## config.mk

```make
export PLATFORM = sky130hd
export DESIGN_NAME = instr_issue
export DESIGN_NICKNAME = d
export VERILOG_FILES = /design/src/verilog/if_pkg.sv /design/src/verilog/instr_issue.sv
export SDC_FILE = /design/constraint.sdc
export NUM_CORES = 1
export LEC_CHECK = 0
export BUFFER_PORTS_ARGS = -buffer_cell sky130_fd_sc_hd__buf_2
export CORE_UTILIZATION = 43
export DETAILED_ROUTE_END_ITERATION = 8
export GPL_TIMING_DRIVEN = 0
export MAX_ROUTING_LAYER = met4
export PLACE_DENSITY = 0.8
export REMOVE_ABC_BUFFERS = 1
export SLEW_MARGIN = 20
export SYNTH_ARGS = -nofsm -noshare
export SYNTH_HDL_FRONTEND = slang
export SYNTH_SLANG_ARGS = --single-unit
export TNS_END_PERCENT = 10
```

## constraint.sdc

```tcl
create_clock -name i_clock -period 12.7 [get_ports i_clock]
set_input_delay 1.905 -clock i_clock [delete_from_list [all_inputs] [get_ports i_clock]]
set_output_delay 1.905 -clock i_clock [all_outputs]
set_load 0.02 [all_outputs]
```

## src/verilog/if_pkg.sv

```systemverilog
package if_pkg;

   // instruction and program memory geometry
   localparam int INSTR_WIDTH = 32;
   localparam int ADDR_WIDTH  = 11;        // word address, 2k words
   localparam int MEM_DEPTH   = 2048;

   // instruction queue between fetch and issue
   localparam int QUEUE_DEPTH = 4;
   localparam int COUNT_WIDTH = 3;         // holds 0..QUEUE_DEPTH

   // one fetched word with the address it came from
   typedef struct packed {
      logic [ADDR_WIDTH-1:0]  pc;          // address tag
      logic [INSTR_WIDTH-1:0] instr;       // raw instruction word
   } fetch_word_t;

endpackage

```

## src/verilog/instr_issue.sv

```systemverilog
`timescale 1ns/1ps

module instr_issue
   (
      input  logic                i_clock,
      input  logic                i_soft_reset,
      input  logic                i_flush,

      input  logic                i_empty,
      input  if_pkg::fetch_word_t i_head,
      output logic                o_pop,

      input  logic                i_issue_ack,
      output logic                o_issue_req,
      output if_pkg::fetch_word_t o_issue_word
   );

   import if_pkg::*;

   typedef enum logic [1:0] {
      IS_LOAD,
      IS_OFFER,
      IS_WAIT_LOW
   } is_state_t;

   is_state_t   state;
   fetch_word_t hold;                      // word presented on the port

   assign o_pop = (state == IS_LOAD) && !i_empty;

   always_ff @(posedge i_clock) begin
      if (!i_soft_reset) begin
         state <= IS_LOAD;
      end
      else begin
         case (state)
            IS_LOAD: begin
               // a word popped under flush is from the old path, drop it
               if (o_pop && !i_flush) begin
                  state <= IS_OFFER;
               end
            end
            IS_OFFER: begin
               if (i_issue_ack) begin
                  state <= IS_WAIT_LOW;   // req falls
               end
            end
            IS_WAIT_LOW: begin
               if (!i_issue_ack) begin
                  state <= IS_LOAD;       // handshake closed
               end
            end
            default: state <= IS_LOAD;
         endcase
      end
   end

   // word stays put from pop until the handshake closes
   always_ff @(posedge i_clock) begin
      if (o_pop) begin
         hold <= i_head;
      end
   end

   assign o_issue_req  = (state == IS_OFFER);
   assign o_issue_word = hold;

endmodule

```

After elaboration in Yosys (flattened, before gate mapping)
Cells that the tools add are included.

word-level totals
  bits in registers = 45
  input port bits = 48
  output and inout bits = 45
  logic and storage cells = 18

cells by class
  mux-type cells = 4
  reductions and logical operators = 6
  equality and inequality tests = 5

operators by type and width
  cell                  number
  $mux W2               3
  $pmux W2 S3           1
  $ne A2 B2 Y1 const B  2
  $reduce_and A3 Y1     1
  $eq A2 B1 Y1 const B  1
  $eq A2 B2 Y1 const B  1
  $logic_and A1 B1 Y1   2
  $logic_not A1 Y1      2
  $logic_not A2 Y1      1
  $ne A2 B1 Y1 const B  1

Logic depth before layout (Yosys ltp)
  depth after elaboration = 5
  mapped depth = 2

Least setup slack after synthesis
No wires, ideal clock.

  path kind = input port to output port
  from = input port i_empty
  to = output port o_pop
  slack = 5,555 ps
  stages on the path = 1
  data arrival time = 5,240 ps
  path buffers = 0
  required time = 10,795 ps
  path through = nor3_1

between the ends
  cells in the longest elaborated chain, start to end = 2

ends and longest elaborated chain
  element              line               RTL
  start: declaration   instr_issue.sv:9   input logic i_empty,
  $logic_not A1 Y1     instr_issue.sv:29  assign o_pop = (state == IS_LOAD) && !i_empty;
  $logic_and A1 B1 Y1  instr_issue.sv:29
  end: declaration     instr_issue.sv:11  output logic o_pop,

No other way between the ends.

Worst setup path in the final report
Same ends and word-level chain as after synthesis.

==> results.yml <==
outcome:
  run_status: "finished, final reports clean"
timing:
  fin_tns_setup_ns: 0
  rsz0062_at_grt: "no"
  setup_viol: 0
  fin_crit_ns: 5.02
  tightest_slew_ns: 0.770
  slew_viol_final: 0
  fmax_mhz: 199
  slew_headroom: 0.484
  hold_violations: 0
  fin_skew_ns: 0.00218
  period_share: 0.395
synth:
  synthAdderAreaFrac: 0
  synth_top_family_by_area: "simple AND/OR/NAND/NOR gates"
  avgSynthCellArea_um2: 26.1
  netlist_area_um2: 1380
  ys_seq_area_frac: 0.963
  netlist-cell-type-count: 10
  ys_ff_latch: 45
  synthCells: 53
  synth_xor_area_frac: 0.00633
  synthMuxAreaShare: 0
  yosys_warnings: 0
  synth-compound-area-share: 0.00362
  synthSimpleGateAreaFrac: 0.0271
grt:
  use_met1: 0.137
  busiest_layer: "met2"
  grtUsageMet3: 0.0901
  grt_usage: 0.156
  grt_pass1_wl_mm: 3.56
  antenna_found_initial: 0
  grt-ovfl-total: 0
  grt_pass1_vias: 842
  grt_max_degree: 14
  grt_use_met2: 0.266
detailed_routing:
  ant_nets: 0
  wl_per_cell_um: 12.7
  drcViolationCount: 0
  drt_wl_total_mm: 2.53
  vias: 878
  drt_pass1_iterations: 4
  viasPerCell: 4.41
  drt_iter0_drc: 13
cts:
  cts-buffers-inserted: 5
  cts-root-buf: "clkbuf_4"
  clkSinkCount: 45
  post_cts_buffers: 0
  insertion_delay_ns: 0.33
  cts_tree: "built"
  clkTransAtPathRegs_ns: 0.11
  ctsHoldBuffers: 0
  clock_path_buffers: 2
  ctsResizeCount: 0
  htree_levels: 2
floorplan:
  start_util: 0.453
  dieArea_um2: 3450
  num_rows: 20
  ioPinCount: 93
  core_region_area_um2: 3050
  die_h_um: 58.7
  die_x_um: 58.7
power:
  p_per_area_nw_per_um2: 146
  peakVddDrop_v: 0.0000730
  leakage_nw: 0.882
job:
  drv_cap: 0
setup_path:
  slowest_stage: "nor3_2"
  crit_start: "i_empty"
  crit_required_ns: 10.80
  crit_path_frequent_cell: "buf_2"
  worstPathCellList: "buf_2 -> nor3_2 -> buf_4 -> buf_2"
  r2r_start: "state[1]$_SDFFE_PN0P_"
  critPathCaptureType: "output pin"
  critical_path_class: "primary input to output pin"
  arrival_ns: 3.11
  crit_fanout: 12
  slowest_delay_ns: 0.58
  startpoint_type: "primary input"
cells_and_area:
  insertedDiodeCount: 0
  fin_nets: 203
  layout_common_cells: "92 x buf_2, 43 x edfxtp_1, 5 x clkbuf_4"
  mostFrequentLayoutCell: "buf_2"
  layout.cells.non_filler: 199
  layout-drive-gt1-share: 0.665
  syn2layout_area_growth_pct: 44.5
  fillers: 243
place:
  gp_congestion: 0.646
  dpl.hpwl_mm: 1.98
  dp_cells: 192
  port_buffers: 92
worst_hold_path:
  min-delay-start: "state[0]$_SDFFE_PN0P_"
  hp-class: "flip-flop to flip-flop"
==> final timing paths <==
path                                                   end  slack, ns  cells after the start
worst max register to register  o_issue_word[28]$_DFFE_PP_      10.83                      3
worst min-delay path                 state[0]$_SDFFE_PN0P_       0.61                      2
worst max-delay path                                 o_pop       7.68                      4
worst min register to register       state[0]$_SDFFE_PN0P_       0.61                      2
==> metal layers <==
layer / up-vias / wire [um] / share of wire
met1: 396 / 809 / 0.32
met4: 0 / 48 / 0.019
li1: 412 / - / -
met5: - / 0 / 0
met2: 63 / 1330 / 0.53
met3: 7 / 341 / 0.13
==> worst max-delay path, delay by kind of cell <==
family | cells | cell delay, ns
AND/OR/NAND/NOR | 1 | 0.58
buffers and inverters | 3 | 0.62
==> metrics by stage <==
| step | hold WS (ns) | instance area [um^2] | util | total power (W) | setup slack [ns] |
|---|---|---|---|---|---|
| final | 0.610 | 2000 | 0.655 | 0.000291 | 7.68 |
| after global routing | 0.641 | 2000 | 0.655 | 0.000302 | 7.54 |
| after CTS | 0.610 | 2000 | 0.655 | 0.000295 | 7.63 |
| after detailed placement | 0.589 | 1930 | 0.631 | 0.000214 | 7.65 |
| after global placement | 0.547 | 1900 | 0.622 | 0.000213 | 4.49 |
| after floorplan | 0.535 | 1380 | - | 0.000198 | 5.55 |
==> cell families after synthesis <==
logic type,Yosys count
xor+xnor,1
simple gates,6
compound gates,1
flops,45
==> sequential cells by signal, indices dropped and copies added (netlist names) <==
name / flops
o_issue_word: 43
state: 2
==> cell usage after synthesis, drive strengths merged <==
master	n	area, um^2
nand2b	1	6.26
edfxtp	43	1290
or2b	1	7.51
or3	1	6.26
nor2b	1	6.26
a21oi	1	5.00
dfxtp	2	40.0
and3	1	6.26
xor2	1	8.76
nor3	1	5.00
==> where the power goes <==
part	internal, W	total, W	switching (W)
logic	0.0000126	0.0000341	0.0000215
registers	0.000174	0.000176	0.00000233
clock network	0.0000401	0.0000805	0.0000404
total	0.000227	0.000291	0.0000641
==> final cells by class <==
| cell class | count | area, um^2 | area share |
|---|---|---|---|
| sequential | 45 | 1330 | 0.666 |
| timing repair buffer | 95 | 483 | 0.242 |
| multi-input combinational | 8 | 56.3 | 0.0282 |
| tap | 44 | 55.1 | 0.0276 |
| clock buffer | 5 | 37.5 | 0.0188 |
| clock inverter | 2 | 35.0 | 0.0175 |
(Power assumes the default switching activity.)
