File: config.mk
export PLATFORM = sky130hd
export DESIGN_NAME = instr_queue
export DESIGN_NICKNAME = d
export VERILOG_FILES = /design/src/verilog/if_pkg.sv /design/src/verilog/instr_queue.sv
export SDC_FILE = /design/constraint.sdc
export NUM_CORES = 1
export LEC_CHECK = 0
export ABC_AREA = 1
export ABC_CLOCK_PERIOD_IN_PS = 3200
export BUFFER_PORTS_ARGS = -buffer_cell sky130_fd_sc_hd__buf_2
export CAP_MARGIN = 10
export CORE_MARGIN = 2
export CORE_UTILIZATION = 51
export DETAILED_ROUTE_END_ITERATION = 8
export PLACE_DENSITY = 0.81
export SLEW_MARGIN = 5
export SYNTH_ARGS = -nofsm -noshare
export SYNTH_HDL_FRONTEND = slang
export SYNTH_SLANG_ARGS = --single-unit
File: constraint.sdc
create_clock -name i_clock -period 3.2 [get_ports i_clock]
set_input_delay 0.64 -clock i_clock [delete_from_list [all_inputs] [get_ports i_clock]]
set_output_delay 0.64 -clock i_clock [all_outputs]
set_load 0.05 [all_outputs]
File: src/verilog/if_pkg.sv
package if_pkg;

   // instruction and program memory geometry
   localparam int INSTR_WIDTH = 32;
   localparam int ADDR_WIDTH  = 11;        // word address, 2k words
   localparam int MEM_DEPTH   = 2048;

   // instruction queue between fetch and issue
   localparam int QUEUE_DEPTH = 4;
   localparam int COUNT_WIDTH = 3;         // holds 0..QUEUE_DEPTH

   // one fetched word with the address it came from
   typedef struct packed {
      logic [ADDR_WIDTH-1:0]  pc;          // address tag
      logic [INSTR_WIDTH-1:0] instr;       // raw instruction word
   } fetch_word_t;

endpackage

File: src/verilog/instr_queue.sv
`timescale 1ns/1ps

module instr_queue
   (
      input  logic                          i_clock,
      input  logic                          i_soft_reset,
      input  logic                          i_flush,

      input  logic                          i_push,
      input  if_pkg::fetch_word_t           i_push_word,

      input  logic                          i_pop,
      output if_pkg::fetch_word_t           o_head,

      output logic                          o_empty,
      output logic [if_pkg::COUNT_WIDTH-1:0] o_free_slots
   );

   import if_pkg::*;

   fetch_word_t                      entries [QUEUE_DEPTH];
   logic [$clog2(QUEUE_DEPTH)-1:0]   wr_ptr;
   logic [$clog2(QUEUE_DEPTH)-1:0]   rd_ptr;
   logic [COUNT_WIDTH-1:0]           count;   // entries held
   logic                             full;
   logic                             do_push;
   logic                             do_pop;

   assign full    = (count == COUNT_WIDTH'(QUEUE_DEPTH));
   assign o_empty = (count == '0);

   assign do_push = i_push && !full;
   assign do_pop  = i_pop && !o_empty;

   // pointers wrap on their own, depth is a power of two
   always_ff @(posedge i_clock) begin
      if (!i_soft_reset || i_flush) begin
         wr_ptr <= '0;                  // flush wins over push and pop
         rd_ptr <= '0;
         count  <= '0;
      end
      else begin
         if (do_push) begin
            wr_ptr <= wr_ptr + 1'b1;
         end
         if (do_pop) begin
            rd_ptr <= rd_ptr + 1'b1;
         end
         case ({do_push, do_pop})
            2'b10:   count <= count + 1'b1;
            2'b01:   count <= count - 1'b1;
            default: count <= count;
         endcase
      end
   end

   always_ff @(posedge i_clock) begin
      if (do_push && !i_flush) begin
         entries[wr_ptr] <= i_push_word;
      end
   end

   assign o_head       = entries[rd_ptr];
   assign o_free_slots = COUNT_WIDTH'(QUEUE_DEPTH) - count;

endmodule

== Yosys cells after proc, flatten, opt, wreduce, memory -nomap -nowiden ==
Memory sizes are Yosys's and may differ from the RTL's. A register that Yosys moved wholly into a read port is not among the register bits.
Cells that the tools add are included.

* Flip-flop bits (word level): 7
* Bits in latches: 0
* Bits in writable memories: 172
* ROM bits: 0
* Input port bits: 48
* Output and inout bits: 47
* Word-level logic and storage cells: 27
* Memories: 1

* Add/sub/neg operators: 5
* $mul: 0
* Div/mod/pow operators: 0
* $lt $le $gt $ge: 0
* Equality and inequality tests: 3
* Shift-type cells: 0
* Multiplexer cells: 5
* Bitwise gates (word level): 0
* Reductions and logical operators: 10

{| class="wikitable"
|+ Memories
! name !! words !! bits a word !! read ports !! clocked after memory_dff !! wr ports !! line !! RTL
|-
| entries || 4 || 43 || 1 || 1 || 1 || instr_queue.sv:21 || <nowiki>fetch_word_t entries [QUEUE_DEPTH];</nowiki>
|}

{| class="wikitable"
|+ Operators by type and width
! kind !! count
|-
| one-hot mux 3 bit (2 select lines) || 1
|-
| adder 2 x 1 -> 2 bit, second input constant || 2
|-
| logical NOT 1 bit || 4
|-
| 2-to-1 mux 2 bit || 2
|-
| adder 3 x 1 -> 3 bit, second input constant || 1
|-
| equality test 3 bit, second input constant || 1
|-
| logical AND 1 bit || 3
|-
| logical NOT 3 bit || 1
|-
| subtractor 3 x 1 -> 3 bit, second input constant || 1
|-
| subtractor 3 bit, first input constant || 1
|-
| equality test 2 x 1 -> 1 bit, second input constant || 1
|-
| equality test 2 bit, second input constant || 1
|-
| 2-to-1 mux 1 bit || 2
|-
| nonzero test 2 bit || 1
|-
| logical OR 1 bit || 1
|}

== Depth between registers and ports, before layout ==
* Word-level depth: 6
* Depth in mapped cells: 14

== Least setup slack after synthesis ==
Ideal clock, no wire load.

* Path kind: flip-flop to flip-flop
* From: reg count[0]
* To: mem entries[0][0] in the netlist's numbering (enable)
* Data arrival time: 2,796 ps
* Required time: 2,756 ps
* Setup slack: -39 ps
* Stages on the path, launching flop included: 7
* Cell sequence: dfxtp_1 -> inv_1 -> ha_1 -> ha_1 -> inv_1 -> nand3_1 -> nor2_1

* Longest elaborated chain between the ends: 6

{| class="wikitable"
|+ Ends and longest elaborated chain
! what !! line !! RTL
|-
| from (decl) || instr_queue.sv:24 || <nowiki>logic [COUNT_WIDTH-1:0] count;</nowiki>
|-
| from (signal assigned) || instr_queue.sv:50 || <nowiki>2'b10: count <= count + 1'b1;</nowiki>
|-
| from (signal assigned) || instr_queue.sv:51 || <nowiki>2'b01: count <= count - 1'b1;</nowiki>
|-
| from (signal assigned) || instr_queue.sv:52 || <nowiki>default: count <= count;</nowiki>
|-
| equality test 3 bit || instr_queue.sv:29 || <nowiki>assign full = (count == COUNT_WIDTH'(QUEUE_DEPTH));</nowiki>
|-
| logical NOT 1 bit || instr_queue.sv:32 || <nowiki>assign do_push = i_push && !full;</nowiki>
|-
| logical AND 1 bit || instr_queue.sv:32 ||
|-
| logical AND 1 bit || instr_queue.sv:58 || <nowiki>if (do_push && !i_flush) begin</nowiki>
|-
| 2-to-1 mux 1 bit || instr_queue.sv:58 ||
|-
| 2-to-1 mux 1 bit (not written as such) || instr_queue.sv:59 || <nowiki>entries[wr_ptr] <= i_push_word;</nowiki>
|-
| to (decl) || instr_queue.sv:21 ||
|}

No other way between the ends.

==> results by group <==
Synthesis
  • Syn Nets: 540
  • Largest cells by area after synthesis: edfxtp_1, o21ai_0, nor2_1
  • Mapped Area: 6870 um^2
  • Post-synthesis cell type count: 18
  • Post-synthesis cell count: 483
  • Synth top area share: 75.2%
  • Post-Syn Area per Cell: 14.2 um^2
  • Yosys top cell by area: edfxtp_1
  • Seq cells post-synth: 181
  • Yosys warning count: 0
  • Seq/Total Area, Yosys: 77.8%

Clock tree
  • Post-CTS sizing: 0
  • H-tree Lvls: 4
  • CTS root buf: clkbuf_16
  • Clock Latency Late Sink: 420 ps
  • Max Root-Sink Buffers: 2
  • Hold-fix buffers at CTS: 0
  • CTS tree: done
  • TritonCTS Buffers: 17
  • Clock transition at the registers of the reported paths: 70 ps
  • Clk sink count: 181
  • Postcts setup bufs: 0

GRT
  • Total Routing Usage GR: 20.7%
  • First-pass GRT wire length: 22300 um
  • Number of global-route vias before repair: 4340
  • Initial antenna violation count: 2
  • Pin count of the biggest net entering global routing: 87
  • GRT Residual Overflow: 0

Die
  • Height of the die: 120 um
  • Core area: 13200 um^2
  • Die Wd: 120 um
  • # IOs: 95
  • Initial Util: 52.1%
  • Row count: 42
  • Die ar.: 14400 um^2

Drt
  • Vias per cell: 5.64
  • DRC: 0
  • Total number of vias: 4332
  • Antenna-violating nets left: 0
  • Initial DRT Pass Iterations: 5
  • Routed len/inst: 18.9 um
  • Drt initial violations: 400
  • WL final: 14500 um

Cells and area
  • Area growth syn-to-layout: 18.4%
  • Commonest non-fill, non-tap cell in the layout: edfxtp_1
  • Layout cell share with drive strength beyond 1: 23.7%
  • Final Util: 61.6%
  • Commonest cells after routing, fill and taps aside: edfxtp_1, buf_2, nor2_1
  • Fin nets: 634

STA
  • Setup violators final: 0
  • Slew margin rel.: 43.4%
  • Crit path time final: 2920 ps
  • Slew Limit Fails: 0
  • Max Clk Rate: 0.342 GHz
  • Setup ws final: 279 ps
  • Worst-margin pin slew: 850 ps
  • Fin crit share: 91.3%
  • Worst hold margin: 427 ps
  • Unrepaired setup endpoints after global routing: no
  • Clock Skews: 10.3 ps
  • Number of hold violations in the final report: 0

Critical path
  • Arr. time, crit path: 2280 ps
  • CP required: 2560 ps
  • Crit Path Class: reg -> out
  • Slowest CP cell: buf_4
  • CP endpoint kind: output port
  • Worst-path maximum fanout: 86
  • Startpoint Class: flip-flop
  • Crit-path max cell delay: 620 ps
  • Critical-path cell list: buf_4 -> o21ai_0 -> o22ai_1 -> buf_2

Placement
  • Pre-CTS WS: 741 ps
  • RePlAce Congestion: 0.796
  • Dpl hpwl: 8090 um
  • Buffers on Ports: 94

Pwr
  • Max VDD drop: 0.371 mV
  • Power per cell area: 645 nW/um^2
  • Power, Total: 5.24 mW
  • Pleak: 2.89 nW

Status
  • Status: completed

Worst hold path
  • Min-delay worst type: in -> reg

Job
  • Max Cap Violations: 0
worst max-delay path: cells and delay by family (launching register included):
| family | cells | cell delay [ps] |
|---|---|---|
| compound gates | 2 | 560 |
| flops | 1 | 330 |
| buf+inv | 2 | 930 |
metal layers:
layer  vias to the layer above  global-route usage [%]  wire [um]
met2                       184                    33.5       7340
li1                       1979                       -          -
met1                      2147                    25.7       5900
met4                         2                    6.99        134
met3                        20                    7.65       1160
met5                         -                       0         11
cell type report:
cell class | count | area (um^2)
clock buffer | 17 | 425
clock inverter | 15 | 203
sequential | 181 | 5350
inverter | 21 | 78.8
antenna | 2 | 5.00
tap | 176 | 220
fill | 928 | 5060
multi-input combinational | 254 | 1310
timing repair buffer | 102 | 543
cell usage after synthesis:
library cell and number:
a21oi_1 7, buf_2 5, buf_4 6, buf_6 5
clkbuf_1 11, dfxtp_1 9, edfxtp_1 172, fa_1 1
ha_1 8, inv_1 19, inv_2 2, nand2_1 8
nand3_1 3, nand4_1 1, nor2_1 92, o21ai_0 84
o21ai_1 7, o22ai_1 43
logic make-up (layout without fill, tap and decap cells):
kind of cell               after synthesis  in the layout  share of synthesized area, %
DFF                                    181            181                          77.8
and+or+nand+nor                        104            104                          5.78
adders and majority gates                9              9                          1.75
buffers and inverters                   48            155                          3.59
other                                    0              2                             0
AOI/OAI and AO/OA                      141            141                          11.1
state kept, by name, summed over array words and instances, names as in the netlist, named ones only:
name	count
wr_ptr	2
entries	172
rd_ptr	2
count	3
path summary, 6_finish.rpt:
kind / from / to / slack (ps) / depth (start not counted)
min: i_push_word[22] / entries[2][22]$_DFFE_PP_ / 430 / 1
min reg2reg: count[0]$_SDFFE_PP0P_ / count[0]$_SDFFE_PP0P_ / 490 / 1
max: flip-flop / o_head[38] / 280 / 4
max reg2reg: count[0]$_SDFFE_PP0P_ / entries[1][11]$_DFFE_PP_ / 750 / 7
through the flow:
step / TNS, ps / instance area (um^2) / std cells
floorplan: -6740 / 6870 / 483
global placement: 0 / 7500 / 734
detailed placement: 0 / 7500 / 734
CTS: 0 / 8120 / 766
global route: 0 / 8120 / 766
finish: 0 / 8130 / 768
power by group:
group / internal (mW) / switching, mW
Sequential: 2.64 / 0.0138
Combinational: 0.0908 / 0.313
Clock: 1.31 / 0.871
Power figures use the tool's default switching activity.
