<file path="config.mk">
export PLATFORM = sky130hd
export DESIGN_NAME = fetch_unit
export DESIGN_NICKNAME = d
export VERILOG_FILES = /design/src/verilog/if_pkg.sv /design/src/verilog/fetch_unit.sv
export SDC_FILE = /design/constraint.sdc
export NUM_CORES = 1
export LEC_CHECK = 0
export ABC_AREA = 0
export BUFFER_PORTS_ARGS = -buffer_cell sky130_fd_sc_hd__buf_2
export CAP_MARGIN = 20
export CORE_ASPECT_RATIO = 1.4
export CORE_MARGIN = 5
export CORE_UTILIZATION = 35
export CTS_BUF_LIST = sky130_fd_sc_hd__clkbuf_4
export DETAILED_ROUTE_END_ITERATION = 16
export PLACE_DENSITY = 0.77
export SYNTH_ARGS = -nofsm -noshare
export SYNTH_HDL_FRONTEND = slang
export SYNTH_SLANG_ARGS = --single-unit
export TNS_END_PERCENT = 20
</file>
<file path="constraint.sdc">
create_clock -name i_clock -period 1.2 [get_ports i_clock]
set_clock_uncertainty 0.1 [all_clocks]
set_input_delay 0 -clock i_clock [delete_from_list [all_inputs] [get_ports i_clock]]
set_output_delay 0 -clock i_clock [all_outputs]
set_load 0.02 [all_outputs]
</file>
<file path="src/verilog/if_pkg.sv">
package if_pkg;

   // instruction and program memory geometry
   localparam int INSTR_WIDTH = 32;
   localparam int ADDR_WIDTH  = 11;        // word address, 2k words
   localparam int MEM_DEPTH   = 2048;

   // instruction queue between fetch and issue
   localparam int QUEUE_DEPTH = 4;
   localparam int COUNT_WIDTH = 3;         // holds 0..QUEUE_DEPTH

   // one fetched word with the address it came from
   typedef struct packed {
      logic [ADDR_WIDTH-1:0]  pc;          // address tag
      logic [INSTR_WIDTH-1:0] instr;       // raw instruction word
   } fetch_word_t;

endpackage

</file>
<file path="src/verilog/fetch_unit.sv">
`timescale 1ns/1ps

module fetch_unit
   (
      input  logic                          i_clock,
      input  logic                          i_soft_reset,
      input  logic                          i_run,

      input  logic                          i_branch_valid,
      input  logic [if_pkg::ADDR_WIDTH-1:0]  i_branch_target,

      input  logic [if_pkg::COUNT_WIDTH-1:0] i_free_slots,

      input  logic [if_pkg::INSTR_WIDTH-1:0] i_rd_data,
      output logic                          o_rd_en,
      output logic [if_pkg::ADDR_WIDTH-1:0]  o_rd_addr,

      output logic                          o_push,
      output if_pkg::fetch_word_t           o_push_word,
      output logic                          o_flush
   );

   import if_pkg::*;

   logic [ADDR_WIDTH-1:0] pc;
   logic                  inflight_valid;  // a read was issued last cycle
   logic [ADDR_WIDTH-1:0] inflight_pc;     // address tag of that read
   logic                  room;

   // two free slots leave space for this read even if the word in flight
   // is pushed in the same cycle
   assign room = (i_free_slots >= COUNT_WIDTH'(2));

   // no read in the branch cycle, the target is read next cycle
   assign o_rd_en   = i_run && room && !i_branch_valid;
   assign o_rd_addr = pc;

   always_ff @(posedge i_clock) begin
      if (!i_soft_reset) begin
         pc             <= '0;
         inflight_valid <= 1'b0;
      end
      else begin
         if (i_branch_valid) begin
            pc <= i_branch_target;
         end
         else if (o_rd_en) begin
            pc <= pc + 1'b1;
         end
         inflight_valid <= o_rd_en;
      end
   end

   always_ff @(posedge i_clock) begin
      if (o_rd_en) begin
         inflight_pc <= pc;
      end
   end

   // memory data arrives one cycle after the read, push it with its tag
   assign o_push = inflight_valid && !i_branch_valid;   // squash on branch

   always_comb begin
      o_push_word.pc    = inflight_pc;
      o_push_word.instr = i_rd_data;
   end

   // a redirect empties everything fetched down the old path
   assign o_flush = i_branch_valid;

endmodule

</file>
## After elaboration in Yosys (flattened, before gate mapping)

Cells that the tools add are included.

| word-level totals | value |
|---|---|
| bits in registers | 23 |
| input bits | 50 |

| operators by class | value |
|---|---|
| add/sub/neg operators | 1 |
| $lt $le $gt $ge | 1 |
| muxes and demuxes | 2 |
| reduce and logical (&&, ||, !) cells | 5 |

Operators by type and width:

| operator | number |
|---|---|
| $mux W11 | 2 |
| $add A11 B1 Y11 const B | 1 |
| $ge A3 B2 Y1 const B | 1 |
| $logic_and A1 B1 Y1 | 3 |
| $reduce_bool A2 Y1 | 1 |
| $logic_not A1 Y1 | 1 |

## Logic depth before layout (Yosys ltp)

Gate-level depths: netlist of the first run.

| logic depth | value |
|---|---|
| depth in word-level cells | 5 |
| mapped depth | 5 |
| gate-level depth less buffers | 4 |

## Least setup slack after synthesis of the first run

OpenSTA, ideal clock, no wires.

| timing path | value |
|---|---|
| kind | register to register |
| from | register pc[0] (netlist: o_rd_addr[0]) |
| to | register pc[4] (netlist: o_rd_addr[4]) |
| library setup time | 116 ps |
| arrival time | 1253 ps |
| data required time | 984 ps |
| path slack | -269 ps |
| stages on the path, launching flop included | 5 |
| path buffers | 0 |
| cells stage by stage | dfxtp_1 -> ha_1 -> nand4_1 -> xnor2_1 -> o211a_1 |

| between the ends | value |
|---|---|
| word-level cells in the longest chain between the ends | 3 |

Ends and longest elaborated chain:

| element | line | source |
|---|---|---|
| start, declared | fetch_unit.sv:25 | `logic [ADDR_WIDTH-1:0] pc;` |
| start signal, assigned | fetch_unit.sv:45 | `pc <= i_branch_target;` |
| start signal, assigned | fetch_unit.sv:48 | `pc <= pc + 1'b1;` |
| $add A11 B1 Y11 | fetch_unit.sv:48 |  |
| $mux W11 | fetch_unit.sv:47 | `else if (o_rd_en) begin` |
| $mux W11 | fetch_unit.sv:44 | `if (i_branch_valid) begin` |

No other way between the ends. The select of a mux whose other input is x is not followed.
A chain may end at the register's enable or synchronous reset.

## Final worst setup path of the first run

| timing path | value |
|---|---|
| from | register pc[0] (netlist: o_rd_addr[0]) |
| to | register pc[8] (netlist: o_rd_addr[8]) |

The elaborated chain is that of the path after synthesis.

==> flow_summary.toml, run 1 <==
[setup_path]
reg2reg_slack_ns = -0.02
endpoint_kind = "flop"
r2r-start = "o_rd_addr[0]"
reg2regPathDepth = 5
required_ns = 1.31
r2r_end = "o_rd_addr[8]"
critPathKind = "reg -> reg"
crit_fanout = 3
crit_arrival_ns = 1.33
critPathLaunchType = "flop"

[min_path]
hold_path_class = "in -> reg"
whs_endpoint = "inflight_pc[0]"
worstHoldStart = "i_branch_valid"
worstHoldPathCells = 2

[job]
drv_cap = 0

[synth]
synth.top_cells.by_area = "edfxtp_1 (27%), buf_4 (20%), dfxtp_1 (19%)"
ys_warn_count = 0
netlist_instances = 127
ys_ff_latch = 23
synth_edf_count = 11
netlist_area_um2 = 1240
synth_top_cell_area_share = 0.265
ys.flop_type = "dfxtp_1"
netlist-cell-type-count = 26
yosysSeqAreaShare = 0.458
syn_nets = 178
avgSynthCellArea_um2 = 9.80
async_flop_share = 0
synth_top_area_cell = "edfxtp_1"

[pwr]
total_power_w = 0.00177
p_leak_nw = 0.822
ir_drop_mv = 0.631
powerDensity_nw_per_um2 = 935

[routing]
via_per_inst = 4.66
drt-wirelength-per-cell_um = 14.3
wl_met2_um = 1630
wl_um = 3430
num_vias = 1118
drt_pass1_iterations = 4
drc_errors = 0
drt-initial-drc-count = 23
ant_nets = 0
wl_met1_um = 1280
top_layer_used = "met4"
dr_wl_met3_um = 470

[clock_network]
htree_levels = 1
cts_tree = "built"
clk_path_buf_depth = 2
cts_buffers = 3
clkTransAtPathRegs_ns = 0.13
clk_latency_ns = 0.31
cts.sinks = 23
cts_root_buffer = "clkbuf_4"

[floorplanning]
die_h_um = 80.6
core_area_um2 = 3410
fp.dieW_um = 60.4
initial_core_util = 0.365
dieArea_um2 = 4870
rows = 25
pin_count = 107

[run_status]
status = "complete, but fails checks"
violations = "negative setup slack"

[placement]
io_buffers = 41
hpwlAfterDp_um = 2270
dpl_cell_area_um2 = 1360
finalWeightedCongestion = 0.826

[final_layout]
seqCellArea_um2 = 582
design_area_um2 = 1890
layout.nets = 251
area_growth_pct = 52.0
layout-drive-gt1-share = 0.357
multiInputGateArea_um2 = 419
nFillCells = 293

[timing]
rsz0062_at_grt = "true"
slew_viol_final = 0
max_freq_mhz = 823
maxSlewHeadroom = 0.644
final.period_utilization = 1.01
setup_viol = 1
finalHoldViolations = 0
setup_tns_ns = -0.0154
timing.final.crit_period_ns = 1.22
hold_slack_ns = 0.0451
setup_slack_ns = -0.0154
max_slew.worst_pin.slew_ns = 0.533

[global_routing]
antenna_found_initial = 1
grt_overflow_total = 0
grt_use_total = 0.141
grt_first_pass_wirelength_um = 5140
grt_pass1_vias = 1118
grt_max_degree = 14
-- logic make-up (layout without fill, tap and decap cells) --
logic type / after synthesis / in the layout / share of synthesized area
other: 0 / 1 / 0
and+or+nand+nor: 33 / 33 / 0.142
xor gates and xnor gates: 10 / 10 / 0.0703
muxes: 1 / 1 / 0.00804
adders and majority gates: 1 / 1 / 0.0100
AOI/OAI and AO/OA: 21 / 21 / 0.0905
buffers and inverters: 38 / 110 / 0.221
DFF: 23 / 23 / 0.458
-- power by group --
part           total (W)  internal [W]  switching, W  leakage, nW
combinational   0.000518      0.000241      0.000277        0.599
sequential      0.000894      0.000869     0.0000254        0.206
clock           0.000357      0.000125      0.000233       0.0177
total            0.00177       0.00123      0.000535        0.822
-- Yosys cell counts, drive strengths merged, types with 2 or more instances --
master and instances:
nand3 3, o21ai 15, dfxtp 12, xor2 6, nand4 6, nand2 11
buf 35, nand2b 5, and2 3, a21oi 4, edfxtp 11, xnor2 4
inv 2
-- stage by stage --
step | worst slack (ns) | util | cells
final | -0.0154 | 0.555 | 240
after global routing | -0.104 | 0.555 | 240
after CTS | -0.0106 | 0.543 | 238
after detailed placement | -0.0264 | 0.398 | 188
after global placement | 0.00433 | 0.398 | 188
after floorplan | -0.137 | - | 127
-- flip-flops by register name, summed over array words and instances, names as in the netlist --
| register | cells |
|---|---|
| inflight_valid | 1 |
| inflight_pc | 11 |
| o_rd_addr | 11 |
-- layout by cell type, fill, tap and decap left out --
master | netlist | routed
dlygate4sd3_1 | 0 | 46
nand2b_1 | 5 | 5
o211a_1 | 1 | 1
dfxtp_2 | 0 | 3
nand2_1 | 11 | 11
nor2_2 | 0 | 1
and3_1 | 1 | 1
clkbuf_4 | 0 | 3
dfxtp_1 | 12 | 7
o21a_1 | 1 | 1
buf_6 | 1 | 2
and4_4 | 1 | 1
o21ai_1 | 4 | 5
edfxtp_1 | 11 | 11
nor2b_1 | 1 | 1
nand4_1 | 6 | 6
xor2_1 | 6 | 6
and2_1 | 3 | 3
nor3_2 | 0 | 1
buf_4 | 33 | 16
mux2i_1 | 1 | 1
nand3_1 | 3 | 3
o21ai_0 | 11 | 10
buf_2 | 1 | 40
ha_4 | 0 | 1
xnor2_1 | 4 | 4
dfxtp_4 | 0 | 2
clkinv_2 | 0 | 1
a21oi_1 | 4 | 4
diode_2 | 0 | 1
inv_1 | 2 | 2
-- worst max-delay path by stage --
stage | start | to | slack, ns | cells past startpoint
after CTS | o_rd_addr[0] | o_rd_addr[10] | -0.01 | 5
after floorplan | o_rd_addr[2] | o_rd_addr[7] | -0.14 | 4
final | o_rd_addr[0] | o_rd_addr[8] | -0.02 | 5
after global placement | o_rd_addr[0] | o_rd_addr[8] | 0.004 | 5
after detailed placement | o_rd_addr[0] | o_rd_addr[10] | -0.03 | 5
after global routing | o_rd_addr[3] | o_rd_addr[10] | -0.10 | 4
-- timing repair --
item	in CTS	in global routing
setup endpoints to repair	6	8
gates resized for setup	4	8
hold buffers	46	0
hold endpoints to repair	43	0
buffers inserted	0	1
pin swaps	0	7
gates cloned	0	0
-- final cells by class --
type | count | share of cell area
Timing Repair Buffer | 104 | 0.425
Antenna cell | 1 | 0.00132
Tap cell | 40 | 0.0265
Inverter | 2 | 0.00397
Clock buffer | 3 | 0.0119
Multi-Input combinational cell | 66 | 0.222
Sequential cell | 23 | 0.308
Clock inverter | 1 | 0.00265
-- worst max-delay path, stage by stage, from the launching register on --
cell     delay, ns
dfxtp_4       0.38
ha_4          0.16
buf_6         0.12
nand4_1       0.10
xor2_1        0.18
o21ai_1       0.08
-- per-layer routing --
metal / up-vias / track usage
met5: - / 0
met4: 0 / 0.0532
met3: 4 / 0.0531
met2: 92 / 0.232
met1: 476 / 0.162
li1: 546 / -
(Power assumes the default switching activity.)
==> run 2: changes to the inputs <==
Settings changed: CORE_ASPECT_RATIO 1.4 to default.
==> flow_summary.toml, run 2 (same netlist as run 1, synthesis figures left out) <==
[final_layout]
multiInputGateArea_um2 = 419
mostFrequentLayoutCells = "dlygate4sd3_1 (44), buf_2 (40), buf_4 (20), nand2_1 (11), edfxtp_1 (11)"
final_common_cell = "dlygate4sd3_1"
layout.nets = 251
design_area_um2 = 1890
layout-drive-gt1-share = 0.372
seqCellArea_um2 = 581
nFillCells = 278
antenna_cells = 0
area_growth_pct = 51.5

[routing]
wl_um = 3660
num_vias = 1150
via_per_inst = 4.69
drt-initial-drc-count = 128
drt-wirelength-per-cell_um = 14.9
drc_errors = 0
ant_nets = 0
drt_pass1_iterations = 4

[floorplanning]
pin_count = 107
dieArea_um2 = 4850
rows = 21
die_h_um = 69.6
core_area_um2 = 3390
initial_core_util = 0.367
fp.dieW_um = 69.6

[run_status]
status = "complete, but fails checks"
violations = "negative hold slack, negative setup slack"

[clock_network]
clkTransAtPathRegs_ns = 0.12
cts.sinks = 23
clk_latency_ns = 0.31
htree_levels = 1
cts_buffers = 3
clk_path_buf_depth = 2
cts_tree = "built"
cts_root_buffer = "clkbuf_4"

[global_routing]
grt_use_total = 0.143
antenna_found_initial = 0
grt_overflow_total = 0
grt_first_pass_wirelength_um = 5580
grt_max_degree = 13
grt_pass1_vias = 1208

[setup_path]
required_ns = 1.34
r2r-start = "o_rd_addr[2]"
endpoint_kind = "flop"
cp_slowest_cell = "dfxtp_2"
r2r_end = "o_rd_addr[7]"
critPathKind = "reg -> reg"
cp_slowest_stage_delay_ns = 0.38
reg2reg_slack_ns = -0.007
crit_start = "o_rd_addr[2]"
crit_fanout = 5
crit_chain = "and4_4, nand4_1, xor2_1, o21ai_1"
reg2regPathDepth = 4
crit_arrival_ns = 1.35
critPathLaunchType = "flop"

[placement]
io_buffers = 41
post-place-ws_ns = -0.0395
finalWeightedCongestion = 0.790
hpwlAfterDp_um = 2580
dpl_cell_area_um2 = 1370

[timing]
max_freq_mhz = 829
final.period_utilization = 1.01
timing.final.crit_period_ns = 1.21
hold_slack_ns = -0.00128
rsz0062_at_grt = "true"
finalHoldViolations = 1
maxSlewHeadroom = 0.632
setup_slack_ns = -0.00655
slew_viol_final = 0
setup_viol = 1
max_slew.worst_pin.slew_ns = 0.552

[pwr]
powerDensity_nw_per_um2 = 948
total_power_w = 0.00179
p_leak_nw = 0.825
ir_drop_mv = 0.349

[job]
drv_cap = 0

[min_path]
whs_endpoint = "o_rd_addr[4]"
hold_path_class = "in -> reg"
worstHoldPathCells = 2
worstHoldStart = "i_branch_valid"
[run 2: worst max-delay path by stage]
stage / depth (start not counted) / endpoint
6_report: 4 / o_rd_addr[7]
4_1_cts: 4 / o_rd_addr[8]
2_1_floorplan: 4 / o_rd_addr[7]
3_3_place_gp: 5 / o_rd_addr[8]
3_5_place_dp: 5 / o_rd_addr[8]
5_1_grt: 4 / o_rd_addr[10]
[run 2: area by class of cell]
cell class	count	area share
timing repair buffer	104	0.419
inverter	2	0.00398
multi-input combinational	66	0.222
clock buffer	4	0.0159
tap	46	0.0305
sequential	23	0.308
[run 2: through the flow]
step,utilization,TNS [ns],cells
after floorplan,-,-0.835,127
after global placement,0.403,0,194
after detailed placement,0.403,-0.0646,194
after CTS,0.549,-0.0287,242
after global routing,0.556,-0.334,245
final,0.556,-0.00655,245
[run 2: routing by layer]
metal / wire length, um / up-vias / global-route usage
li1: - / 545 / -
met1: 1300 / 506 / 0.147
met2: 1900 / 91 / 0.268
met3: 391 / 8 / 0.0507
met4: 65 / 0 / 0.0489
met5: 0 / - / 0
[run 2: worst max-delay path: cells and delay by family (launching register included)]
| family | cells | cell delay [ns] |
|---|---|---|
| flip-flops | 1 | 0.38 |
| AND/OR/NAND/NOR | 2 | 0.38 |
| AO/OA/AOI/OAI | 1 | 0.13 |
| XOR/XNOR | 1 | 0.15 |
[run 2: timing repair]
item / in CTS / in global routing
pin swaps: 7 / 6
hold endpoints to repair: 43 / 0
gates resized for setup: 7 / 3
hold buffers: 44 / 0
setup buffers: 0 / 3
endpoints found under the setup margin: 6 / 8
cloned: 0 / 0
[run 2: where the power goes]
group | switching [W] | total (W) | internal [W]
clock network | 0.000223 | 0.000376 | 0.000152
registers | 0.0000273 | 0.000897 | 0.000870
logic | 0.000276 | 0.000514 | 0.000238
total | 0.000527 | 0.00179 | 0.00126
