File: src/verilog/if_pkg.sv
package if_pkg;

   // instruction and program memory geometry
   localparam int INSTR_WIDTH = 32;
   localparam int ADDR_WIDTH  = 11;        // word address, 2k words
   localparam int MEM_DEPTH   = 2048;

   // instruction queue between fetch and issue
   localparam int QUEUE_DEPTH = 4;
   localparam int COUNT_WIDTH = 3;         // holds 0..QUEUE_DEPTH

   // one fetched word with the address it came from
   typedef struct packed {
      logic [ADDR_WIDTH-1:0]  pc;          // address tag
      logic [INSTR_WIDTH-1:0] instr;       // raw instruction word
   } fetch_word_t;

endpackage

File: src/verilog/program_loader.sv
`timescale 1ns/1ps

module program_loader
   (
      input  logic                          i_clock,
      input  logic                          i_soft_reset,
      input  logic                          i_run,

      input  logic                          i_load_req,
      input  logic [if_pkg::INSTR_WIDTH-1:0] i_load_word,
      output logic                          o_load_ack,

      output logic                          o_wr_en,
      output logic [if_pkg::ADDR_WIDTH-1:0]  o_wr_addr,
      output logic [if_pkg::INSTR_WIDTH-1:0] o_wr_data
   );

   import if_pkg::*;

   typedef enum logic {
      LD_IDLE,
      LD_ACKED
   } ld_state_t;

   ld_state_t             state;
   logic [ADDR_WIDTH-1:0] wr_addr;         // next free program address
   logic                  accept;

   // a word is taken only while the core is halted
   assign accept = (state == LD_IDLE) && i_load_req && !i_run;

   always_ff @(posedge i_clock) begin
      if (!i_soft_reset) begin
         state   <= LD_IDLE;
         wr_addr <= '0;
      end
      else begin
         case (state)
            LD_IDLE: begin
               if (accept) begin
                  state   <= LD_ACKED;
                  wr_addr <= wr_addr + 1'b1;   // step once per accepted word
               end
            end
            LD_ACKED: begin
               if (!i_load_req) begin
                  state <= LD_IDLE;            // req dropped, release ack
               end
            end
            default: state <= LD_IDLE;
         endcase
      end
   end

   assign o_load_ack = (state == LD_ACKED);

   // write lands on the same edge that raises ack
   assign o_wr_en   = accept;
   assign o_wr_addr = wr_addr;
   assign o_wr_data = i_load_word;

endmodule

File: config.mk
export PLATFORM = sky130hd
export DESIGN_NAME = program_loader
export DESIGN_NICKNAME = d
export VERILOG_FILES = /design/src/verilog/if_pkg.sv /design/src/verilog/program_loader.sv
export SDC_FILE = /design/constraint.sdc
export NUM_CORES = 1
export LEC_CHECK = 0
export ABC_AREA = 1
export BUFFER_PORTS_ARGS = -buffer_cell sky130_fd_sc_hd__buf_2
export CAP_MARGIN = 30
export CELL_PAD_IN_SITES_DETAIL_PLACEMENT = 0
export CELL_PAD_IN_SITES_GLOBAL_PLACEMENT = 2
export CORE_ASPECT_RATIO = 0.7
export CORE_UTILIZATION = 17
export CTS_BUF_LIST = sky130_fd_sc_hd__clkbuf_4
export DETAILED_ROUTE_END_ITERATION = 8
export GPL_TIMING_DRIVEN = 0
export PLACE_DENSITY = 0.8
export SYNTH_ARGS = -nofsm -noshare
export SYNTH_HDL_FRONTEND = slang
export SYNTH_SLANG_ARGS = --single-unit
File: constraint.sdc
create_clock -name i_clock -period 1.38 [get_ports i_clock]
set_input_delay 0 -clock i_clock [delete_from_list [all_inputs] [get_ports i_clock]]
set_output_delay 0 -clock i_clock [all_outputs]
set_load 0.05 [all_outputs]
Yosys cells after proc, flatten, opt, wreduce, memory -nomap -nowiden
Index checks and enable logic that the tools add are counted.
{ "word_totals": {"out_inout_bits": 45, "in_bits": 36, "register_bits": 12, "wordCells": 11} }
{ "classes": {"reduce_logical": 4, "add_sub_neg": 1, "mux": 3, "n_bitwise": 1} }
{ "ops": {"columns": ["cell", "n"], "rows": [
  ["adder 11 x 1 -> 11 bit, second input constant", 1],
  ["logical AND 1 bit", 2],
  ["two-way mux 1 bit", 2],
  ["case mux 1 bit (2 select lines)", 1],
  ["AND reduction 2 bit", 1],
  ["zero test 1 bit", 1],
  ["inverter 1 bit", 1]
]} }

Longest topological paths before layout
Gate-level depths: netlist of the first run.
{ "depth": {"ltp_word": 5, "ltp_mapped": 8, "depth_no_buf": 8} }

Worst setup path after synthesis of the first run
Ideal clock, no wire load.
{ "synth_timing": {"path_type": "flip-flop to flip-flop", "start": "register wr_addr[0], in the netlist o_wr_addr[0]", "end": "register wr_addr[8], in the netlist o_wr_addr[8]", "t_required_ns": 1.263, "setup_time_ns": 0.117, "stages_incl_launch_ff": 7, "path_buffers": 0, "path_slack_ns": -0.200, "t_arrival_ns": 1.463, "path_cell_list": "dfxtp_1 ha_1 nand3_1 nor2_2 nand3_1 nand2_1 nor2_1"} }
{ "synth_via": {"elab_chain_cells": 1} }
{ "synth_rtl": {"columns": ["item", "line_no", "source"], "rows": [
  ["start, declared", "program_loader.sv:26", "logic [ADDR_WIDTH-1:0] wr_addr;"],
  ["start signal, assigned", "program_loader.sv:42", "wr_addr <= wr_addr + 1'b1;"],
  ["adder 11 x 1 -> 11 bit", "program_loader.sv:42", null]
]} }
No other way between the ends.
A chain may end at the register's enable or synchronous reset.

Final worst setup path of the first run
{ "layout_timing": {"start": "input port i_run", "end": "output port o_wr_en"} }
{ "layout_via": {"elab_chain_cells": 2} }
{ "layout_rtl": {"columns": ["item", "line_no", "source"], "rows": [
  ["start, declared", "program_loader.sv:7", "input logic i_run,"],
  ["zero test 1 bit", "program_loader.sv:30", "assign accept = (state == LD_IDLE) && i_load_req && !i_run;"],
  ["logical AND 1 bit", "program_loader.sv:30", null],
  ["end, declared", "program_loader.sv:13", "output logic o_wr_en,"]
]} }
No other way between the ends.

==> results.yml, run 1 <==
status:
  outcome: "finished clean"
floorplan:
  die_w_um: 85.7
  num_rows: 20
  coreArea_um2: 4530
  start_util_pct: 18.4
  die_h_um: 60.6
  pin_count: 81
  dieArea_um2: 5200
grt:
  grt_usage_pct: 7.47
  grt_pass1_vias: 598
  grt.overflow.total: 0
  antenna_found_initial: 0
  grt_max_degree: 10
  grt_pass1_wl_mm: 2.90
sta:
  hold_slack_ns: 0.0428
  clock_skew_ns: 0.00754
  setup_viol_count_final: 0
  fmax_mhz: 773
  slew_headroom_pct: 83.1
  finalCriticalPeriod_ns: 1.29
  finalSetupTns_ns: 0
  drv_slew: 0
  period_share_pct: 93.8
  tightest_slew_ns: 0.253
  hold_viol_final: 0
  rsz0062_at_grt: "false"
pwr:
  max-vdd-ir-drop_uv: 255
  p_leak_nw: 0.640
  power_density_nw_per_um2: 795
setup_path:
  endpoint_kind: "output pin"
  path_max_fanout: 8
  required_ns: 1.38
  cp-start-kind: "input pin"
  worstPathArrival_ns: 1.29
  critPathKind: "input pin to output pin"
cells_and_area:
  layout-drive-gt1-share_pct: 54.1
  syn_to_final_growth_pct: 45.6
  fillers: 503
  layout_commonest_cell: "buf_2"
  layout_common_cells: "buf_2 (47), buf_4 (32), nand2_1 (19)"
  diodes: 0
  final_net_count: 210
  design_area_um2: 1210
place:
  place_area_um2: 1160
  io_buffers: 47
  dp_hpwl_mm: 1.58
  place.gp.congestion: 0.611
drt:
  wl_per_cell_um: 8.09
  dr.pass1.iters: 4
  num_vias: 810
  wirelength_mm: 1.93
  route.detailed.drc: 0
  viasPerCell: 3.40
  first_iter_violations: 15
  ant_nets: 0
synthesis:
  synthCells: 119
  synth_nets: 156
  syn-cell-area_um2: 835
  synth-seq-cells: 12
  syn_area_per_cell_um2: 7.01
  ys_types: 16
  ys_seq_area_share_pct: 28.8
  ys_warn_count: 0
clock_network:
  clkSlewWorstSetupHoldPaths_ns: 0.08
  cts_setup_buffers: 0
  cts_buffers: 3
  root_buffer: "clkbuf_4"
  clk_latency_ns: 0.27
  cts_tree: "built"
  cts_buffer_depth: 2
  htreeDepth: 1
  cts.sink_count: 12
worst_hold_path:
  hp-class: "input pin to register"
flow_run:
  cap_violations: 0
[final timing paths]
path	start	end	slack, ns	depth (start not counted)
min reg2reg	o_wr_addr[1]	o_wr_addr[1]	0.50	2
min	i_soft_reset	o_wr_addr[6]	0.04	3
max	i_run	o_wr_en	0.09	6
max reg2reg	o_wr_addr[0]	o_wr_addr[8]	0.14	6
[cells in the mapped netlist, drive strengths merged]
master	count	share of area, %
o21a	1	0.90
buf	33	29
nor3	4	2.4
a21oi	9	5.4
nand2	20	9.3
dfxtp	12	29
ha	1	1.5
nor2	15	7.9
inv	14	6.3
nand3	10	8.1
[cells by family (layout without fill, tap and decap cells)]
| kind of cell | after synthesis | count (layout) | share of synthesized area, % |
|---|---|---|---|
| fa+ha+maj | 1 | 1 | 1.50 |
| compound gates | 10 | 10 | 6.30 |
| flops | 12 | 12 | 28.8 |
| simple gates | 49 | 49 | 27.7 |
| buf+inv | 47 | 100 | 35.7 |
[registers in the layout, summed over array words and instances, names as in the netlist]
register    count
o_load_ack      1
o_wr_addr      11
[power by group]
group	switching, mW	leakage (nW)	internal [mW]	total, mW
clock network	0.121	0.0184	0.132	0.252
registers	0.00440	0.0985	0.350	0.354
logic	0.249	0.523	0.110	0.359
[metrics by stage]
step	utilization [%]	power [mW]	instances	setup slack, ns
finish	26.8	0.966	238	0.0858
global route	26.8	1.01	238	0.0148
CTS	26.8	0.979	238	0.0329
detailed placement	25.7	0.719	232	0.136
global placement	25.7	0.717	232	0.130
floorplan	-	0.662	119	0.00144
[area by class of cell]
class / count / area (µm²) / area share [%]
plain buffers: 33 / 245 / 20.2
inverters: 14 / 56.3 / 4.63
well taps: 66 / 82.6 / 6.80
repair buffers: 49 / 258 / 21.2
clock buffers: 4 / 30.0 / 2.47
flip-flops and latches: 12 / 246 / 20.3
multi-input cells: 60 / 297 / 24.4
[worst max-delay path, stage by stage]
cell and delay (ns):
dlygate4sd3_1 0.53, buf_2 0.13, inv_1 0.08, nand3_4 0.15
clkinvlp_4 0.16, clkbuf_4 0.24
[routing by layer]
layer,GRT usage [%],routed length [µm],up-vias
li1,-,-,445
met1,9.93,981,330
met2,10.5,768,33
met3,3.95,166,2
met4,2.14,10,0
met5,0,0,-
[what timing repair did]
action / CTS / global route
resized for setup: 0 / 1
endpoints found under the setup margin: 0 / 1
hold buffers: 2 / 0
endpoints found under the hold margin: 1 / 0
Power figures use the tool's default switching activity.
==> run 2, diff against run 1 <==
--- a/config.mk
+++ b/config.mk
@@ -12,9 +12,9 @@
 export CELL_PAD_IN_SITES_GLOBAL_PLACEMENT = 2
 export CORE_ASPECT_RATIO = 0.7
-export CORE_UTILIZATION = 17
+export CORE_UTILIZATION = 15
 export CTS_BUF_LIST = sky130_fd_sc_hd__clkbuf_4
 export DETAILED_ROUTE_END_ITERATION = 8
 export GPL_TIMING_DRIVEN = 0
-export PLACE_DENSITY = 0.8
+export PLACE_DENSITY = 0.74
 export SYNTH_ARGS = -nofsm -noshare
 export SYNTH_HDL_FRONTEND = slang
==> constraint.sdc (replaced) <==
create_clock -name i_clock -period 1.1 [get_ports i_clock]
set_input_delay 0 -clock i_clock [delete_from_list [all_inputs] [get_ports i_clock]]
set_output_delay 0 -clock i_clock [all_outputs]
set_load 0.005 [all_outputs]
==> results.yml, run 2 (same netlist as run 1, synthesis figures left out) <==
sta:
  finalSetupTns_ns: 0
  finalCriticalPeriod_ns: 1.10
  setup_viol_count_final: 0
  hold_viol_final: 0
  drv_slew: 0
  rsz0062_at_grt: "true"
  slew_headroom_pct: 86.1
  clock_skew_ns: 0.0114
  fmax_mhz: 912
  tightest_slew_ns: 0.208
  period_share_pct: 99.6
grt:
  grt_usage_pct: 6.76
  antenna_found_initial: 0
  grt_pass1_vias: 629
  grt_pass1_wl_mm: 3.10
  grt.overflow.total: 0
  grt_max_degree: 10
clock_network:
  htreeDepth: 1
  cts_buffers: 3
  cts_buffer_depth: 2
  clkSlewWorstSetupHoldPaths_ns: 0.09
  cts_tree: "built"
  root_buffer: "clkbuf_4"
  clk_latency_ns: 0.28
  cts.sink_count: 12
worst_hold_path:
  hp-start: "i_soft_reset"
  hp-class: "input pin to register"
  holdPathEnd: "o_wr_addr[3]"
  min_delay_path_depth: 3
cells_and_area:
  layout-drive-gt1-share_pct: 59.2
  largest_register_ffs: 11
  finalNonFillerCells: 251
  fillers: 602
  layout_commonest_cell: "buf_2"
  multi_input_area_um2: 317
  final_net_count: 217
  diodes: 0
  layout_common_cells: "buf_2 (48), buf_4 (39), nand2_1 (19)"
  design_area_um2: 1300
  syn_to_final_growth_pct: 55.3
  regArea_um2: 255
drt:
  viasPerCell: 3.31
  wl_met3_um: 117
  ant_nets: 0
  wl_per_cell_um: 8.08
  wirelength_mm: 2.03
  m1WireLength_mm: 1.04
  highest_layer: "met3"
  route.detailed.drc: 0
  dr.pass1.iters: 4
  first_iter_violations: 16
  num_vias: 831
  wl_met2_um: 876
pwr:
  p_leak_nw: 0.674
  max-vdd-ir-drop_uv: 330
  power_density_nw_per_um2: 744
setup_path:
  required_ns: 1.27
  critPathKind: "register to register"
  path_common_cell: "nand3_1"
  rr_worst_depth: 6
  r2r_end: "o_wr_addr[10]"
  path_cells: "ha_4 > nand3_1 > nor2_4 > nand3_1 > nand2_1 > nor2_1"
  endpoint_kind: "register"
  critPathMaxStageDelay_ns: 0.37
  crit_slowest_cell: "dfxtp_4"
  rrSetupSlack_ns: 0.004
  cp-start-kind: "register"
  worstPathArrival_ns: 1.26
  reg2reg_from: "o_wr_addr[1]"
  critPathBufInv: 0
  crit_family: "simple AND/OR/NAND/NOR gates"
  path_max_fanout: 6
status:
  outcome: "finished clean"
place:
  io_buffers: 47
  placed_cells: 238
  dp_hpwl_mm: 1.64
  place.gp.congestion: 0.637
  place_area_um2: 1170
floorplan:
  pin_count: 81
  die_w_um: 91.2
  die_h_um: 64.4
  start_util_pct: 15.8
  num_rows: 22
  dieArea_um2: 5870
  coreArea_um2: 5290
flow_run:
  cap_violations: 0
-- run 2: power breakdown --
part	switching [mW]	leakage (nW)	internal [mW]
clock	0.162	0.0154	0.131
combinational	0.0786	0.558	0.152
sequential	0.00606	0.101	0.435
total	0.246	0.674	0.718
-- run 2: what timing repair did --
action | 4_1_cts | 5_1_grt
hold buffers | 2 | 0
pin swaps | 2 | 3
resized for setup | 8 | 5
endpoints found under the hold margin | 1 | 0
setup endpoints to repair | 5 | 8
setup buffers | 3 | 4
-- run 2: worst max-delay path by stage --
| stage | endpoint | cells past startpoint | startpoint | slack (ns) |
|---|---|---|---|---|
| finish | o_wr_addr[10] | 6 | o_wr_addr[1] | 0.004 |
| global route | o_wr_addr[5] | 6 | o_load_ack | -0.05 |
| detailed placement | o_wr_addr[10] | 6 | o_wr_addr[0] | -0.09 |
| floorplan | o_wr_addr[10] | 6 | o_wr_addr[0] | 0.02 |
| CTS | o_wr_addr[10] | 6 | o_wr_addr[1] | 0.002 |
| global placement | o_wr_addr[10] | 6 | o_wr_addr[1] | -0.08 |
-- run 2: worst min-delay path: cells and delay by family --
kind                   cells  cell delay, ns
buffers and inverters      1            0.16
and+or+nand+nor            2            0.11
-- run 2: layout make-up --
| class | count | share of cell area [%] |
|---|---|---|
| plain buffers | 33 | 18.9 |
| repair buffers | 56 | 23.7 |
| multi-input cells | 60 | 24.4 |
| clock inverters | 1 | 0.290 |
| well taps | 72 | 6.95 |
| clock buffers | 3 | 1.74 |
| inverters | 14 | 4.25 |
| flip-flops and latches | 12 | 19.7 |
-- run 2: stage by stage --
| step | setup WS, ns | hold slack [ns] | power [mW] | util (%) |
|---|---|---|---|---|
| 2_1_floorplan | 0.0156 | 0.0808 | 0.587 | - |
| 3_3_place_gp | -0.0830 | 0.166 | 0.663 | 22.2 |
| 3_5_place_dp | -0.0906 | 0.166 | 0.664 | 22.2 |
| 4_1_cts | 0.00218 | 0.0177 | 0.983 | 23.8 |
| 5_1_grt | -0.0533 | 0.0222 | 1.03 | 24.5 |
| 6_report | 0.00400 | 0.0258 | 0.964 | 24.5 |
-- run 2: layer usage --
| metal | up-vias | global-route usage, % |
|---|---|---|
| li1 | 458 | - |
| met1 | 350 | 9.47 |
| met2 | 23 | 9.47 |
| met3 | 0 | 3.33 |
| met4 | 0 | 0.595 |
| met5 | - | 0 |
==> run 3, diff against run 2 <==
CORE_UTILIZATION = 18   (was 15)
GPL_TIMING_DRIVEN = default   (was 0)
PLACE_DENSITY = 0.84   (was 0.74)
clock period = 1.3 ns   (was 1.1 ns; I/O delays follow)
==> results.yml, run 3 (same netlist as run 1, synthesis figures left out) <==
floorplan:
  die_h_um: 59.0
  start_util_pct: 18.9
  dieArea_um2: 4920
  die_w_um: 83.4
  pin_count: 81
  coreArea_um2: 4400
  num_rows: 20
drt:
  highest_layer: "met3"
  viasPerCell: 3.57
  ant_nets: 0
  first_iter_violations: 11
  route.detailed.drc: 0
  wl_met3_um: 109
  dr.pass1.iters: 6
  num_vias: 592
  wl_per_cell_um: 9.17
  wirelength_mm: 1.52
  wl_met2_um: 608
  m1WireLength_um: 804
grt:
  grt.overflow.total: 0
  grt_pass1_wl_mm: 2.53
  grt_pass1_vias: 561
  grt_usage_pct: 6.59
  antenna_found_initial: 0
  grt_max_degree: 10
sta:
  hold_viol_final: 0
  drv_slew: 0
  tightest_slew_ns: 0.226
  slew_headroom_pct: 84.9
  clock_skew_ns: 0.0131
  rsz0062_at_grt: "false"
  setup_viol_count_final: 0
  finalSetupTns_ns: 0
  fmax_mhz: 849
  finalCriticalPeriod_ns: 1.18
  period_share_pct: 90.6
setup_path:
  path_cells: "dlygate4sd3_1 > buf_2 > inv_1 > nand3_4 > clkinvlp_4 > buf_2"
  cp-start-kind: "input pin"
  critPathMaxStageDelay_ns: 0.53
  path_max_fanout: 8
  critPathKind: "input pin to output pin"
  reg2reg_from: "o_wr_addr[0]"
  crit_family: "buffers and inverters"
  endpoint_kind: "output pin"
  critPathBufInv: 5
  worstPathArrival_ns: 1.18
  path_common_cell: "buf_2"
  crit_slowest_cell: "dlygate4sd3_1"
  cp-startpoint: "i_run"
  required_ns: 1.30
cells_and_area:
  layout_commonest_cell: "nand2_1"
  fin_util_pct: 18.5
  diodes: 0
  layout-drive-gt1-share_pct: 25.2
  final_net_count: 149
  syn_to_final_growth_pct: -2.25
  layout_common_cells: "nand2_1 (19), buf_2 (16), inv_1 (13), nor2_1 (13), dfxtp_1 (12)"
  design_area_um2: 816
  largest_register_ffs: 11
clock_network:
  root_buffer: "clkbuf_4"
  cts_tree: "built"
  htreeDepth: 1
  cts.sink_count: 12
  cts_buffer_depth: 2
  cts_buffers: 3
  cts_setup_buffers: 0
  clk_latency_ns: 0.27
place:
  place_area_um2: 761
  dp_hpwl_mm: 1.18
  place.gp.congestion: 0.693
  io_buffers: 16
worst_hold_path:
  hp-start: "i_load_word[9]"
  hp-class: "input pin to output pin"
pwr:
  p_int_mw: 0.508
  net-switching-power_mw: 0.166
  max-vdd-ir-drop_uv: 280
  p_comb_share_pct: 8.8
  p_total_mw: 0.674
  power_density_nw_per_um2: 827
  power_switching_share_pct: 24.6
  p_leak_nw: 0.372
  power.share.sequential_pct: 55.5
  clkPwrFrac_pct: 35.7
status:
  outcome: "finished clean"
flow_run:
  cap_violations: 0
[run 3: what timing repair did]
| item | CTS | global route |
|---|---|---|
| resized for setup | 0 | 2 |
| setup endpoints to repair | 0 | 3 |
| hold buffers | 2 | 0 |
| hold endpoints to repair | 1 | 0 |
[run 3: power groups by stage]
| stage | registers [mW] | clock network, mW | logic [mW] |
|---|---|---|---|
| final | 0.374 | 0.241 | 0.0592 |
| after global routing | 0.375 | 0.275 | 0.0670 |
| after CTS | 0.375 | 0.257 | 0.0591 |
| after detailed placement | 0.383 | 0 | 0.0546 |
| after global placement | 0.383 | 0 | 0.0556 |
| after floorplan | 0.386 | 0 | 0.108 |
[run 3: metrics by stage]
stage	std cells	setup slack [ns]	hold WS [ns]
5_1_grt	166	0.0394	0.00000829
3_3_place_gp	160	0.161	0.0000346
2_1_floorplan	119	0.136	0.0808
4_1_cts	166	0.0549	0.0000346
6_report	166	0.123	0.00000192
3_5_place_dp	160	0.120	0.0000346
[run 3: layout make-up]
cell class,instances,area (µm²)
clock buffer,3,22.5
clock inverter,1,3.75
fill,513,3590
inverter,14,56.3
multi-input combinational,60,302
sequential,12,240
tap,55,68.8
timing repair buffer,21,123
[run 3: path summary, 6_finish.rpt]
| path | slack [ns] | endpoint | cells after the start |
|---|---|---|---|
| min reg2reg | 0.52 | o_wr_addr[10] | 2 |
| min | 0.000002 | o_wr_data[9] | 0 |
| max | 0.12 | o_wr_en | 6 |
| max reg2reg | 0.16 | o_wr_addr[10] | 6 |
[run 3: per-layer routing]
metal | vias up | global-route usage, %
li1 | 327 | -
met1 | 254 | 8.02
met2 | 11 | 10.2
met3 | 0 | 4.18
met4 | 0 | 0.739
met5 | - | 0
